## config.mk

```make
export PLATFORM = sky130hd
export DESIGN_NAME = st_glue_top
export DESIGN_NICKNAME = d
export VERILOG_FILES = /design/src/verilog/st_glue_pkg.sv /design/src/verilog/st_reset_seq.sv /design/src/verilog/mfp_clk_gen.sv /design/src/verilog/snd_irq_delay.sv /design/src/verilog/rtc_rp5c15.sv /design/src/verilog/audio_mix.sv /design/src/verilog/st_glue_top.sv
export SDC_FILE = /design/constraint.sdc
export NUM_CORES = 1
export LEC_CHECK = 0
export BUFFER_PORTS_ARGS = -buffer_cell sky130_fd_sc_hd__clkbuf_2
export CAP_MARGIN = 20
export CORE_MARGIN = 2
export CORE_UTILIZATION = 53
export CTS_BUF_LIST = sky130_fd_sc_hd__clkbuf_4
export DETAILED_ROUTE_END_ITERATION = 7
export MAX_ROUTING_LAYER = met4
export PLACE_DENSITY = 0.79
export SETUP_SLACK_MARGIN = 0.1
export SLEW_MARGIN = 30
export SYNTH_ARGS = -nofsm -noshare
export SYNTH_HDL_FRONTEND = slang
export SYNTH_SLANG_ARGS = --single-unit
export TNS_END_PERCENT = 100
```

## constraint.sdc

```tcl
create_clock -name clk_32 -period 3.1 [get_ports clk_32]
set_input_delay 0.31 -clock clk_32 [delete_from_list [all_inputs] [get_ports clk_32]]
set_output_delay 0.31 -clock clk_32 [all_outputs]
set_load 0.01 [all_outputs]
```

## src/verilog/st_glue_pkg.sv

```systemverilog
/* clock, reset and sample width constants, rtc register indices,
   rtc nibble map and the rtc time word union */
package st_glue_pkg;

	// clocks
	localparam logic [31:0] SYS_CLK_HZ = 32'd32084988; // clk_32, not quite 32 MHz
	localparam logic [31:0] MFP_CLK_HZ = 32'd2457600;  // mfp baud/timer clock

	// reset sequencer
	localparam logic [6:0] RESET_CNT_MAX     = 7'd127;
	localparam logic [6:0] MCU_RESET_ASSERT  = 7'd10; // mcu reset window opens here
	localparam logic [6:0] MCU_RESET_RELEASE = 7'd8;  // and closes below this

	// sample widths
	localparam int YM_W  = 10;
	localparam int DMA_W = 8;
	localparam int MIX_W = 15;

	// unsigned sample midpoints
	localparam logic [YM_W-1:0]  YM_MID  = 10'h200;
	localparam logic [DMA_W-1:0] DMA_MID = 8'h80;

	// rtc bus
	localparam int RTC_ADDR_W  = 4; // register index, paddr[5:2]
	localparam int RTC_DATA_W  = 4; // everything is a nibble
	localparam int RTC_PADDR_W = 6;

	localparam logic [RTC_ADDR_W-1:0] RTC_REG_YEAR  = 4'd12;
	localparam logic [RTC_ADDR_W-1:0] RTC_REG_BANK  = 4'd13; // mode reg
	localparam logic [RTC_ADDR_W-1:0] RTC_REG_TEST  = 4'd14;
	localparam logic [RTC_ADDR_W-1:0] RTC_REG_RESET = 4'd15;

	// bank 0 register -> nibble of the time word, regs 11 downto 0
	localparam logic [11:0][3:0] RTC_NIBBLE_MAP = {
		4'd11, 4'd9, 4'd8, 4'd7, 4'd6, 4'd12,
		4'd5, 4'd4, 4'd3, 4'd2, 4'd1, 4'd0
	};

	typedef struct packed {
		logic [3:0] weekday;
		logic [3:0] year_t;
		logic [3:0] year_u;
		logic [3:0] month_t;
		logic [3:0] month_u;
		logic [3:0] day_t;
		logic [3:0] day_u;
		logic [3:0] hour_t;
		logic [3:0] hour_u;
		logic [3:0] min_t;
		logic [3:0] min_u;
		logic [3:0] sec_t;
		logic [3:0] sec_u;
	} rtc_bcd_t;

	// same 52 bits, either as bcd fields or as 13 nibbles
	typedef union packed {
		logic [12:0][3:0] nib;
		rtc_bcd_t         bcd;
	} rtc_time_u;

endpackage

```

## src/verilog/st_reset_seq.sv

```systemverilog
/* reset counter, system and peripheral reset,
   memory controller reset window */
`timescale 1ns/1ps

module st_reset_seq (
	input  logic clk_32,
	input  logic xsint,          // power-on reset, active low
	input  logic ext_reset_n_i,  // reset button
	input  logic cpu_reset_n_i,  // cpu RESET instruction output
	output logic reset_o,
	output logic periph_reset_o,
	output logic mcu_reset_n_o
);

	logic [6:0] reset_cnt;
	logic       cpu_reset_n_d; // for edge detect

	// counts down to zero, reload while the button is held
	always_ff @(posedge clk_32 or negedge xsint) begin
		if (!xsint) begin
			reset_cnt <= st_glue_pkg::RESET_CNT_MAX;
		end else if (!ext_reset_n_i) begin
			reset_cnt <= st_glue_pkg::RESET_CNT_MAX;
		end else if (reset_cnt != 7'd0) begin
			reset_cnt <= reset_cnt - 7'd1;
		end
	end

	always_ff @(posedge clk_32 or negedge xsint) begin
		if (!xsint) begin
			reset_o        <= 1'b1;
			periph_reset_o <= 1'b1;
			cpu_reset_n_d  <= 1'b1;
		end else begin
			reset_o        <= reset_cnt != 7'd0;      // registered, one clock behind count
			periph_reset_o <= reset_o | ~cpu_reset_n_i; // cpu reset also clears peripherals
			cpu_reset_n_d  <= cpu_reset_n_i;
		end
	end

	// the mcu is only pulsed, its clocks feed the sdram side
	always_ff @(posedge clk_32 or negedge xsint) begin
		if (!xsint) begin
			mcu_reset_n_o <= 1'b1;
		end else begin
			if (reset_cnt == st_glue_pkg::MCU_RESET_ASSERT)
				mcu_reset_n_o <= 1'b0; // window opens
			else if (reset_cnt < st_glue_pkg::MCU_RESET_RELEASE)
				mcu_reset_n_o <= 1'b1;
			// cpu RESET instruction, falling edge
			if (!cpu_reset_n_i && cpu_reset_n_d)
				mcu_reset_n_o <= 1'b0;
		end
	end

endmodule

```

## src/verilog/mfp_clk_gen.sv

```systemverilog
/* fractional divider, 2.4576 MHz mfp clock from clk_32 */
`timescale 1ns/1ps

module mfp_clk_gen (
	input  logic clk_32,
	input  logic xsint,
	output logic clk_mfp_o
);

	logic [31:0] acc;       // phase accumulator
	logic [31:0] half_sys;  // toggle threshold
	logic [31:0] acc_dec;   // amount removed on a toggle
	logic        wrap;

	assign half_sys = st_glue_pkg::SYS_CLK_HZ / 32'd2;
	assign acc_dec  = half_sys - st_glue_pkg::MFP_CLK_HZ;
	assign wrap     = acc >= half_sys;

	// two toggles per mfp period, so compare against half the system clock
	always_ff @(posedge clk_32 or negedge xsint) begin
		if (!xsint) begin
			acc       <= 32'd0;
			clk_mfp_o <= 1'b0;
		end else if (!wrap) begin
			acc <= acc + st_glue_pkg::MFP_CLK_HZ;
		end else begin
			acc       <= acc - acc_dec; // keep the remainder, no drift
			clk_mfp_o <= ~clk_mfp_o;
		end
	end

endmodule

```

## src/verilog/snd_irq_delay.sv

```systemverilog
/* 2 MHz enable, eight stage sound interrupt delay,
   mfp timer a and gpio 7 levels */
`timescale 1ns/1ps

module snd_irq_delay (
	input  logic clk_32,
	input  logic xsint,
	input  logic ste_i,
	input  logic mono_detect_i,   // low for monochrome
	input  logic dma_snd_int_n_i, // dma sound end of frame
	output logic mfp_timer_a_o,
	output logic mfp_io7_o
);

	logic [3:0] div_cnt;
	logic       clk_2_en;  // one clock in 16
	logic [7:0] delay_q;   // 74ls164 shift register
	logic       clr_n;

	always_ff @(posedge clk_32 or negedge xsint) begin
		if (!xsint) begin
			div_cnt  <= 4'd0;
			clk_2_en <= 1'b0;
		end else begin
			clk_2_en <= div_cnt == 4'd0;
			div_cnt  <= div_cnt + 4'd1;
		end
	end

	// the '164 clear pin is the interrupt itself
	assign clr_n = xsint & dma_snd_int_n_i;

	always_ff @(posedge clk_32 or negedge clr_n) begin
		if (!clr_n)
			delay_q <= 8'h00;
		else if (clk_2_en)
			delay_q <= {delay_q[6:0], dma_snd_int_n_i};
	end

	// st has no dma sound, timer a sees an idle printer busy line
	assign mfp_timer_a_o = ste_i ? delay_q[7] : 1'b1;
	assign mfp_io7_o     = mono_detect_i ^ (ste_i & dma_snd_int_n_i); // undelayed here

endmodule

```

## src/verilog/rtc_rp5c15.sv

```systemverilog
/* rp5c15 real time clock register file on apb,
   bank select and bank 1 nibble ram */
`timescale 1ns/1ps

module rtc_rp5c15 (
	input  logic                                  clk_32,
	input  logic                                  xsint,
	input  logic                                  periph_reset_i,
	input  st_glue_pkg::rtc_time_u                rtc_time_i,
	input  logic                                  psel_i,
	input  logic                                  penable_i,
	input  logic                                  pwrite_i,
	input  logic [st_glue_pkg::RTC_PADDR_W-1:0]   paddr_i,
	input  logic [st_glue_pkg::RTC_DATA_W-1:0]    pwdata_i,
	output logic [st_glue_pkg::RTC_DATA_W-1:0]    prdata_o,
	output logic                                  pready_o,
	output logic                                  pslverr_o
);

	logic [st_glue_pkg::RTC_ADDR_W-1:0] reg_idx;
	logic                               wr_en;
	logic                               bank;     // mode reg bit 0
	logic [st_glue_pkg::RTC_DATA_W-1:0] year_fix;
	logic [st_glue_pkg::RTC_DATA_W-1:0] rd_data;

	// bank 1 scratch nibbles
	logic [st_glue_pkg::RTC_DATA_W-1:0] ram [16];

	assign reg_idx = paddr_i[5:2]; // word addressed
	assign wr_en   = psel_i & penable_i & pwrite_i; // access phase only

	// gemdos counts years from 1980
	assign year_fix = rtc_time_i.bcd.year_u + 4'd2;

	always_ff @(posedge clk_32 or negedge xsint) begin
		if (!xsint)
			bank <= 1'b0;
		else if (periph_reset_i)
			bank <= 1'b0;
		else if (wr_en && reg_idx == st_glue_pkg::RTC_REG_BANK)
			bank <= pwdata_i[0];
	end

	// test and reset regs land in the ram too, they read back fixed anyway
	always_ff @(posedge clk_32) begin
		if (wr_en && reg_idx != st_glue_pkg::RTC_REG_BANK)
			ram[reg_idx] <= pwdata_i;
	end

	always_comb begin
		case (reg_idx)
			st_glue_pkg::RTC_REG_BANK:  rd_data = {3'b100, bank}; // timer enable always set
			st_glue_pkg::RTC_REG_TEST:  rd_data = 4'h0;
			st_glue_pkg::RTC_REG_RESET: rd_data = 4'hc;
			st_glue_pkg::RTC_REG_YEAR:  rd_data = bank ? ram[reg_idx] : year_fix;
			default: begin
				// regs 0 to 11
				if (bank)
					rd_data = ram[reg_idx];
				else
					rd_data = rtc_time_i.nib[st_glue_pkg::RTC_NIBBLE_MAP[reg_idx]];
			end
		endcase
		// no valid time from the io controller, hide the chip
		if (rtc_time_i == '0)
			rd_data = 4'hf;
	end

	assign prdata_o  = rd_data;
	assign pready_o  = 1'b1; // zero wait states
	assign pslverr_o = 1'b0;

endmodule

```

## src/verilog/audio_mix.sv

```systemverilog
/* ym2149 and dma sound sample mixer, 15 bit stereo out */
`timescale 1ns/1ps

module audio_mix (
	input  logic                          clk_32,
	input  logic                          xsint,
	input  logic [st_glue_pkg::YM_W-1:0]  ym_sample_i,
	input  logic [st_glue_pkg::DMA_W-1:0] dma_snd_l_i,
	input  logic [st_glue_pkg::DMA_W-1:0] dma_snd_r_i,
	output logic [st_glue_pkg::MIX_W-1:0] audio_l_o,
	output logic [st_glue_pkg::MIX_W-1:0] audio_r_o
);

	logic [st_glue_pkg::YM_W-1:0]  ym_s;    // two's complement
	logic [st_glue_pkg::DMA_W-1:0] dma_l_s;
	logic [st_glue_pkg::DMA_W-1:0] dma_r_s;
	logic [st_glue_pkg::MIX_W-1:0] ym_w;    // widened to mix width
	logic [st_glue_pkg::MIX_W-1:0] dma_l_w;
	logic [st_glue_pkg::MIX_W-1:0] dma_r_w;

	assign ym_s    = ym_sample_i - st_glue_pkg::YM_MID;
	assign dma_l_s = dma_snd_l_i - st_glue_pkg::DMA_MID;
	assign dma_r_s = dma_snd_r_i - st_glue_pkg::DMA_MID;

	// repeat the top bits at the bottom so full scale stays full scale
	assign ym_w    = {ym_s[9], ym_s, ym_s[9:6]};
	assign dma_l_w = {dma_l_s[7], dma_l_s, dma_l_s[7:2]};
	assign dma_r_w = {dma_r_s[7], dma_r_s, dma_r_s[7:2]};

	// psg is mono, same value on both sides
	always_ff @(posedge clk_32 or negedge xsint) begin
		if (!xsint) begin
			audio_l_o <= '0;
			audio_r_o <= '0;
		end else begin
			audio_l_o <= ym_w + dma_l_w; // wraps at 15 bits
			audio_r_o <= ym_w + dma_r_w;
		end
	end

endmodule

```

## src/verilog/st_glue_top.sv

```systemverilog
/* clock and reset glue top, reset sequencer, mfp clock,
   sound irq delay, rtc and audio mixer */
`timescale 1ns/1ps

module st_glue_top (
	input  logic                                clk_32,
	input  logic                                xsint,
	input  logic                                ext_reset_n_i,
	input  logic                                cpu_reset_n_i,
	input  logic                                ste_i,
	input  logic                                mono_detect_i,
	input  logic                                dma_snd_int_n_i,
	input  st_glue_pkg::rtc_time_u              rtc_time_i,
	input  logic                                psel_i,
	input  logic                                penable_i,
	input  logic                                pwrite_i,
	input  logic [st_glue_pkg::RTC_PADDR_W-1:0] paddr_i,
	input  logic [st_glue_pkg::RTC_DATA_W-1:0]  pwdata_i,
	output logic [st_glue_pkg::RTC_DATA_W-1:0]  prdata_o,
	output logic                                pready_o,
	output logic                                pslverr_o,
	input  logic [st_glue_pkg::YM_W-1:0]        ym_sample_i,
	input  logic [st_glue_pkg::DMA_W-1:0]       dma_snd_l_i,
	input  logic [st_glue_pkg::DMA_W-1:0]       dma_snd_r_i,
	output logic                                reset_o,
	output logic                                periph_reset_o,
	output logic                                mcu_reset_n_o,
	output logic                                clk_mfp_o,
	output logic                                mfp_timer_a_o,
	output logic                                mfp_io7_o,
	output logic [st_glue_pkg::MIX_W-1:0]       audio_l_o,
	output logic [st_glue_pkg::MIX_W-1:0]       audio_r_o
);

	st_reset_seq st_reset_seq_inst (
		.clk_32         ( clk_32          ),
		.xsint          ( xsint           ),
		.ext_reset_n_i  ( ext_reset_n_i   ),
		.cpu_reset_n_i  ( cpu_reset_n_i   ),
		.reset_o        ( reset_o         ),
		.periph_reset_o ( periph_reset_o  ), // also clears the rtc bank
		.mcu_reset_n_o  ( mcu_reset_n_o   )
	);

	mfp_clk_gen mfp_clk_gen_inst (
		.clk_32    ( clk_32    ),
		.xsint     ( xsint     ),
		.clk_mfp_o ( clk_mfp_o )
	);

	snd_irq_delay snd_irq_delay_inst (
		.clk_32          ( clk_32          ),
		.xsint           ( xsint           ),
		.ste_i           ( ste_i           ),
		.mono_detect_i   ( mono_detect_i   ),
		.dma_snd_int_n_i ( dma_snd_int_n_i ),
		.mfp_timer_a_o   ( mfp_timer_a_o   ),
		.mfp_io7_o       ( mfp_io7_o       )
	);

	rtc_rp5c15 rtc_rp5c15_inst (
		.clk_32         ( clk_32         ),
		.xsint          ( xsint          ),
		.periph_reset_i ( periph_reset_o ),
		.rtc_time_i     ( rtc_time_i     ),
		.psel_i         ( psel_i         ),
		.penable_i      ( penable_i      ),
		.pwrite_i       ( pwrite_i       ),
		.paddr_i        ( paddr_i        ),
		.pwdata_i       ( pwdata_i       ),
		.prdata_o       ( prdata_o       ),
		.pready_o       ( pready_o       ),
		.pslverr_o      ( pslverr_o      )
	);

	audio_mix audio_mix_inst (
		.clk_32      ( clk_32      ),
		.xsint       ( xsint       ),
		.ym_sample_i ( ym_sample_i ),
		.dma_snd_l_i ( dma_snd_l_i ),
		.dma_snd_r_i ( dma_snd_r_i ),
		.audio_l_o   ( audio_l_o   ),
		.audio_r_o   ( audio_r_o   )
	);

endmodule

```

==> flow_summary.toml <==
[clock_network]
cts_setup_buffers = 0
worstSkewPairLatency_ns = 0.55
clockBufferDepth = 2
clkTransAtPathRegs_ns = 0.14
cts_buffers = 17
clockRootBuffer = "clkbuf_4"
cts_tree = "yes"
htreeDepth = 4
cts.sinks = 151

[sta]
slew_viol_final = 0
period_needed_ns = 2.79
worst_pin_slew_ns = 0.668
timing.slew.headroom = 0.550
rsz0062_at_grt = "false"
fmax_ghz = 0.359
whs_ns = 0.0783
finalCritPeriodShare = 0.899
fin_setup_tns_ns = 0
skew_ns = 0.0172
hold_viol_final = 0
finalSetupViolCount = 0

[logic_synthesis]
ys_ff_latch = 151
ys.warnings.count = 0
ys_types = 64
yosys-top-cells-area = "edfxtp_1, dfrtp_1, ha_1"
synth_top_area_cell = "edfxtp_1"
yosys_most_used_dff = "dfrtp_1"
synth_top_area_share = 0.234
syn_avg_cell_area_sq_um = 11.6
synth_most_common_cell = "dfrtp_1"
synth_area_sq_um = 8210
synth_common_cells = "dfrtp_1, edfxtp_1, nand2_1, ha_1, nor2_1"
synth_edf_count = 64
async_reset_ff_frac = 0.576
synthCells = 707
ys_seq_area_frac = 0.501

[layout]
syn_to_final_growth_pct = 15.8
multi_input_area_sq_um = 3910
final_layout_size_suffix_gt1_frac = 0.269
final_nets = 1008
nFillCells = 1222
ff_latch_area_sq_um = 4110

[setup_path]
crit_arrival_ns = 2.48
timing.rr.start = "mfp_clk_gen_inst.acc[12]"
crit_required_ns = 2.79
r2r_slack_ns = 0.60
path_class = "register to output port"
r2r_end = "mfp_clk_gen_inst.acc[6]"
worst_setup_path_end_kind = "output port"
ff2ff_path_depth = 7
cp_max_fo = 1
start_kind = "register"

[route]
detail-route-antenna-nets = 0
first_pass_iters = 5
drt-wirelength-per-cell_um = 16.0
vias = 6107
drt-vias-per-instance = 5.73
drt_iter0_markers = 237
drc_errors = 0
wirelength_mm = 17.0

[power_and_ir_drop]
ir_worst_vdd_mv = 0.242
swShare = 0.292
switchingPower_mw = 1.22
power_density_nw_per_um2 = 439
p_leak_nw = 4.01
clkPwrFrac = 0.292
power_frac_seq = 0.528
internal-power_mw = 2.95
p_comb_frac = 0.180

[outcome]
status = "finished clean"

[global_route]
grt_overflow = 0
grt.total_usage = 0.223
grt_pass1_vias = 5858
grt_antenna_before_repair = 0
grt_pass1_wl_mm = 28.1
grt_max_degree = 36

[min_path]
whs_endpoint = "audio_mix_inst.audio_r_o[0]"
hold_path.class = "input pin to register"
hold_depth = 2
hp-start = "ym_sample_i[6]"

[floorplanning]
die_h_um = 128
std_cell_rows = 45
die_area_sq_um = 16500
fp.dieW_um = 128
pin_count = 140
core-area_sq_um = 15100
initial_core_util = 0.542

[place]
portBuffers = 135
place_congestion = 0.894
post-dp-hpwl_mm = 13.0

[job]
cap_viol_max_count = 0
==> layer usage <==
layer  part of all wire  track usage  up-vias
met4              0.011       0.0524        0
li1                   -            -     2955
met3              0.073       0.0599       17
met1               0.44        0.291     2933
met2               0.47        0.354      202
met5                  0            -        -
==> metrics by stage <==
step	cell area, sq um	util	instances	setup WS, ns	total power, mW
2_1_floorplan	8230	-	711	0.110	2.68
5_1_grt	9510	0.628	1064	0.142	4.39
3_5_place_dp	9150	0.604	1026	0.331	2.99
3_3_place_gp	9150	0.604	1026	0.327	2.99
4_1_cts	9510	0.628	1064	0.276	4.22
6_report	9510	0.628	1065	0.314	4.17
==> worst max-delay path, stage by stage, from the launching register on <==
cell	delay, ns
edfxtp_1	0.39
mux4_2	0.46
nor2b_1	0.14
a21oi_1	0.10
o21ai_0	0.11
a221oi_1	0.39
nand3_1	0.19
clkbuf_2	0.17
==> power groups by stage <==
stage | Sequential, mW | Combinational (mW) | Clock (mW)
CTS | 2.21 | 0.756 | 1.26
finish | 2.20 | 0.751 | 1.22
global route | 2.21 | 0.836 | 1.34
global placement | 2.25 | 0.739 | 0
floorplan | 2.28 | 0.397 | 0
detailed placement | 2.24 | 0.745 | 0
==> worst max path at each step <==
stage | from | endpoint | slack, ns | depth (start not counted)
after detailed placement | paddr_i[3] | prdata_o[3] | 0.33 | 9
after floorplan | paddr_i[3] | prdata_o[1] | 0.11 | 12
after CTS | rtc_rp5c15_inst.ram[2][3] | prdata_o[3] | 0.28 | 6
after global routing | paddr_i[2] | prdata_o[3] | 0.14 | 11
after global placement | paddr_i[2] | prdata_o[3] | 0.33 | 11
final | rtc_rp5c15_inst.ram[7][3] | prdata_o[3] | 0.31 | 7
==> final cells by class <==
type	instances	share of cell area
diodes	1	0.000263
clock buffers	18	0.0142
clock inverters	14	0.0164
inverters	24	0.00947
multi-input cells	512	0.411
flip-flops and latches	151	0.433
well taps	188	0.0247
repair buffers	157	0.0916
==> flip-flops by register name, indices dropped and copies added, names as in the netlist <==
signal,cells
audio_mix_inst.audio_l_o,15
audio_mix_inst.audio_r_o,15
mfp_clk_gen_inst.acc,31
mfp_clk_gen_inst.clk_mfp_o,1
rtc_rp5c15_inst.bank,1
rtc_rp5c15_inst.ram,64
snd_irq_delay_inst.clk_2_en,1
snd_irq_delay_inst.delay_q,8
snd_irq_delay_inst.div_cnt,4
st_reset_seq_inst.cpu_reset_n_d,1
st_reset_seq_inst.mcu_reset_n_o,1
st_reset_seq_inst.periph_reset_o,1
st_reset_seq_inst.reset_cnt,7
st_reset_seq_inst.reset_o,1
==> placed cells by master (no fill, tap or decap), drive strengths merged, types with 5 or more instances in the layout <==
cell type,synthesis,final
nor3,12,12
nor2,41,41
a31oi,5,5
nor2b,7,7
nand2b,9,9
a211oi,11,11
nand4,9,9
a21o,6,6
nand2,54,54
dfstp,11,11
ha,45,45
xnor2,35,35
conb,2,6
a21oi,30,30
nand3,25,25
o21ai,34,34
clkbuf,10,152
buf,14,17
and3,8,8
o22ai,6,6
o31ai,5,5
dfrtp,76,76
a221oi,5,5
mux4,19,19
edfxtp,64,64
dlygate4sd3,0,6
mux2i,31,31
xor2,19,19
and2,5,5
nor4,20,20
mux2,11,11
o21a,7,7
inv,24,33
==> cells by family (layout without fill, tap and decap cells) <==
kind of cell | Yosys count | after routing | synth area share
and+or+nand+nor | 208 | 208 | 0.127
DFF | 151 | 151 | 0.501
AOI/OAI and AO/OA | 136 | 136 | 0.109
muxes | 61 | 61 | 0.105
xor gates and xnor gates | 54 | 54 | 0.0576
buffers and inverters | 48 | 213 | 0.0258
adders and majority gates | 47 | 47 | 0.0735
other | 2 | 7 | 0.000915
==> repair_timing <==
action / in CTS / in global routing
gates resized for setup: 0 / 0
endpoints found under the hold margin: 50 / 0
hold buffers: 6 / 0
No activity file was read; power rests on OpenSTA's default activity.
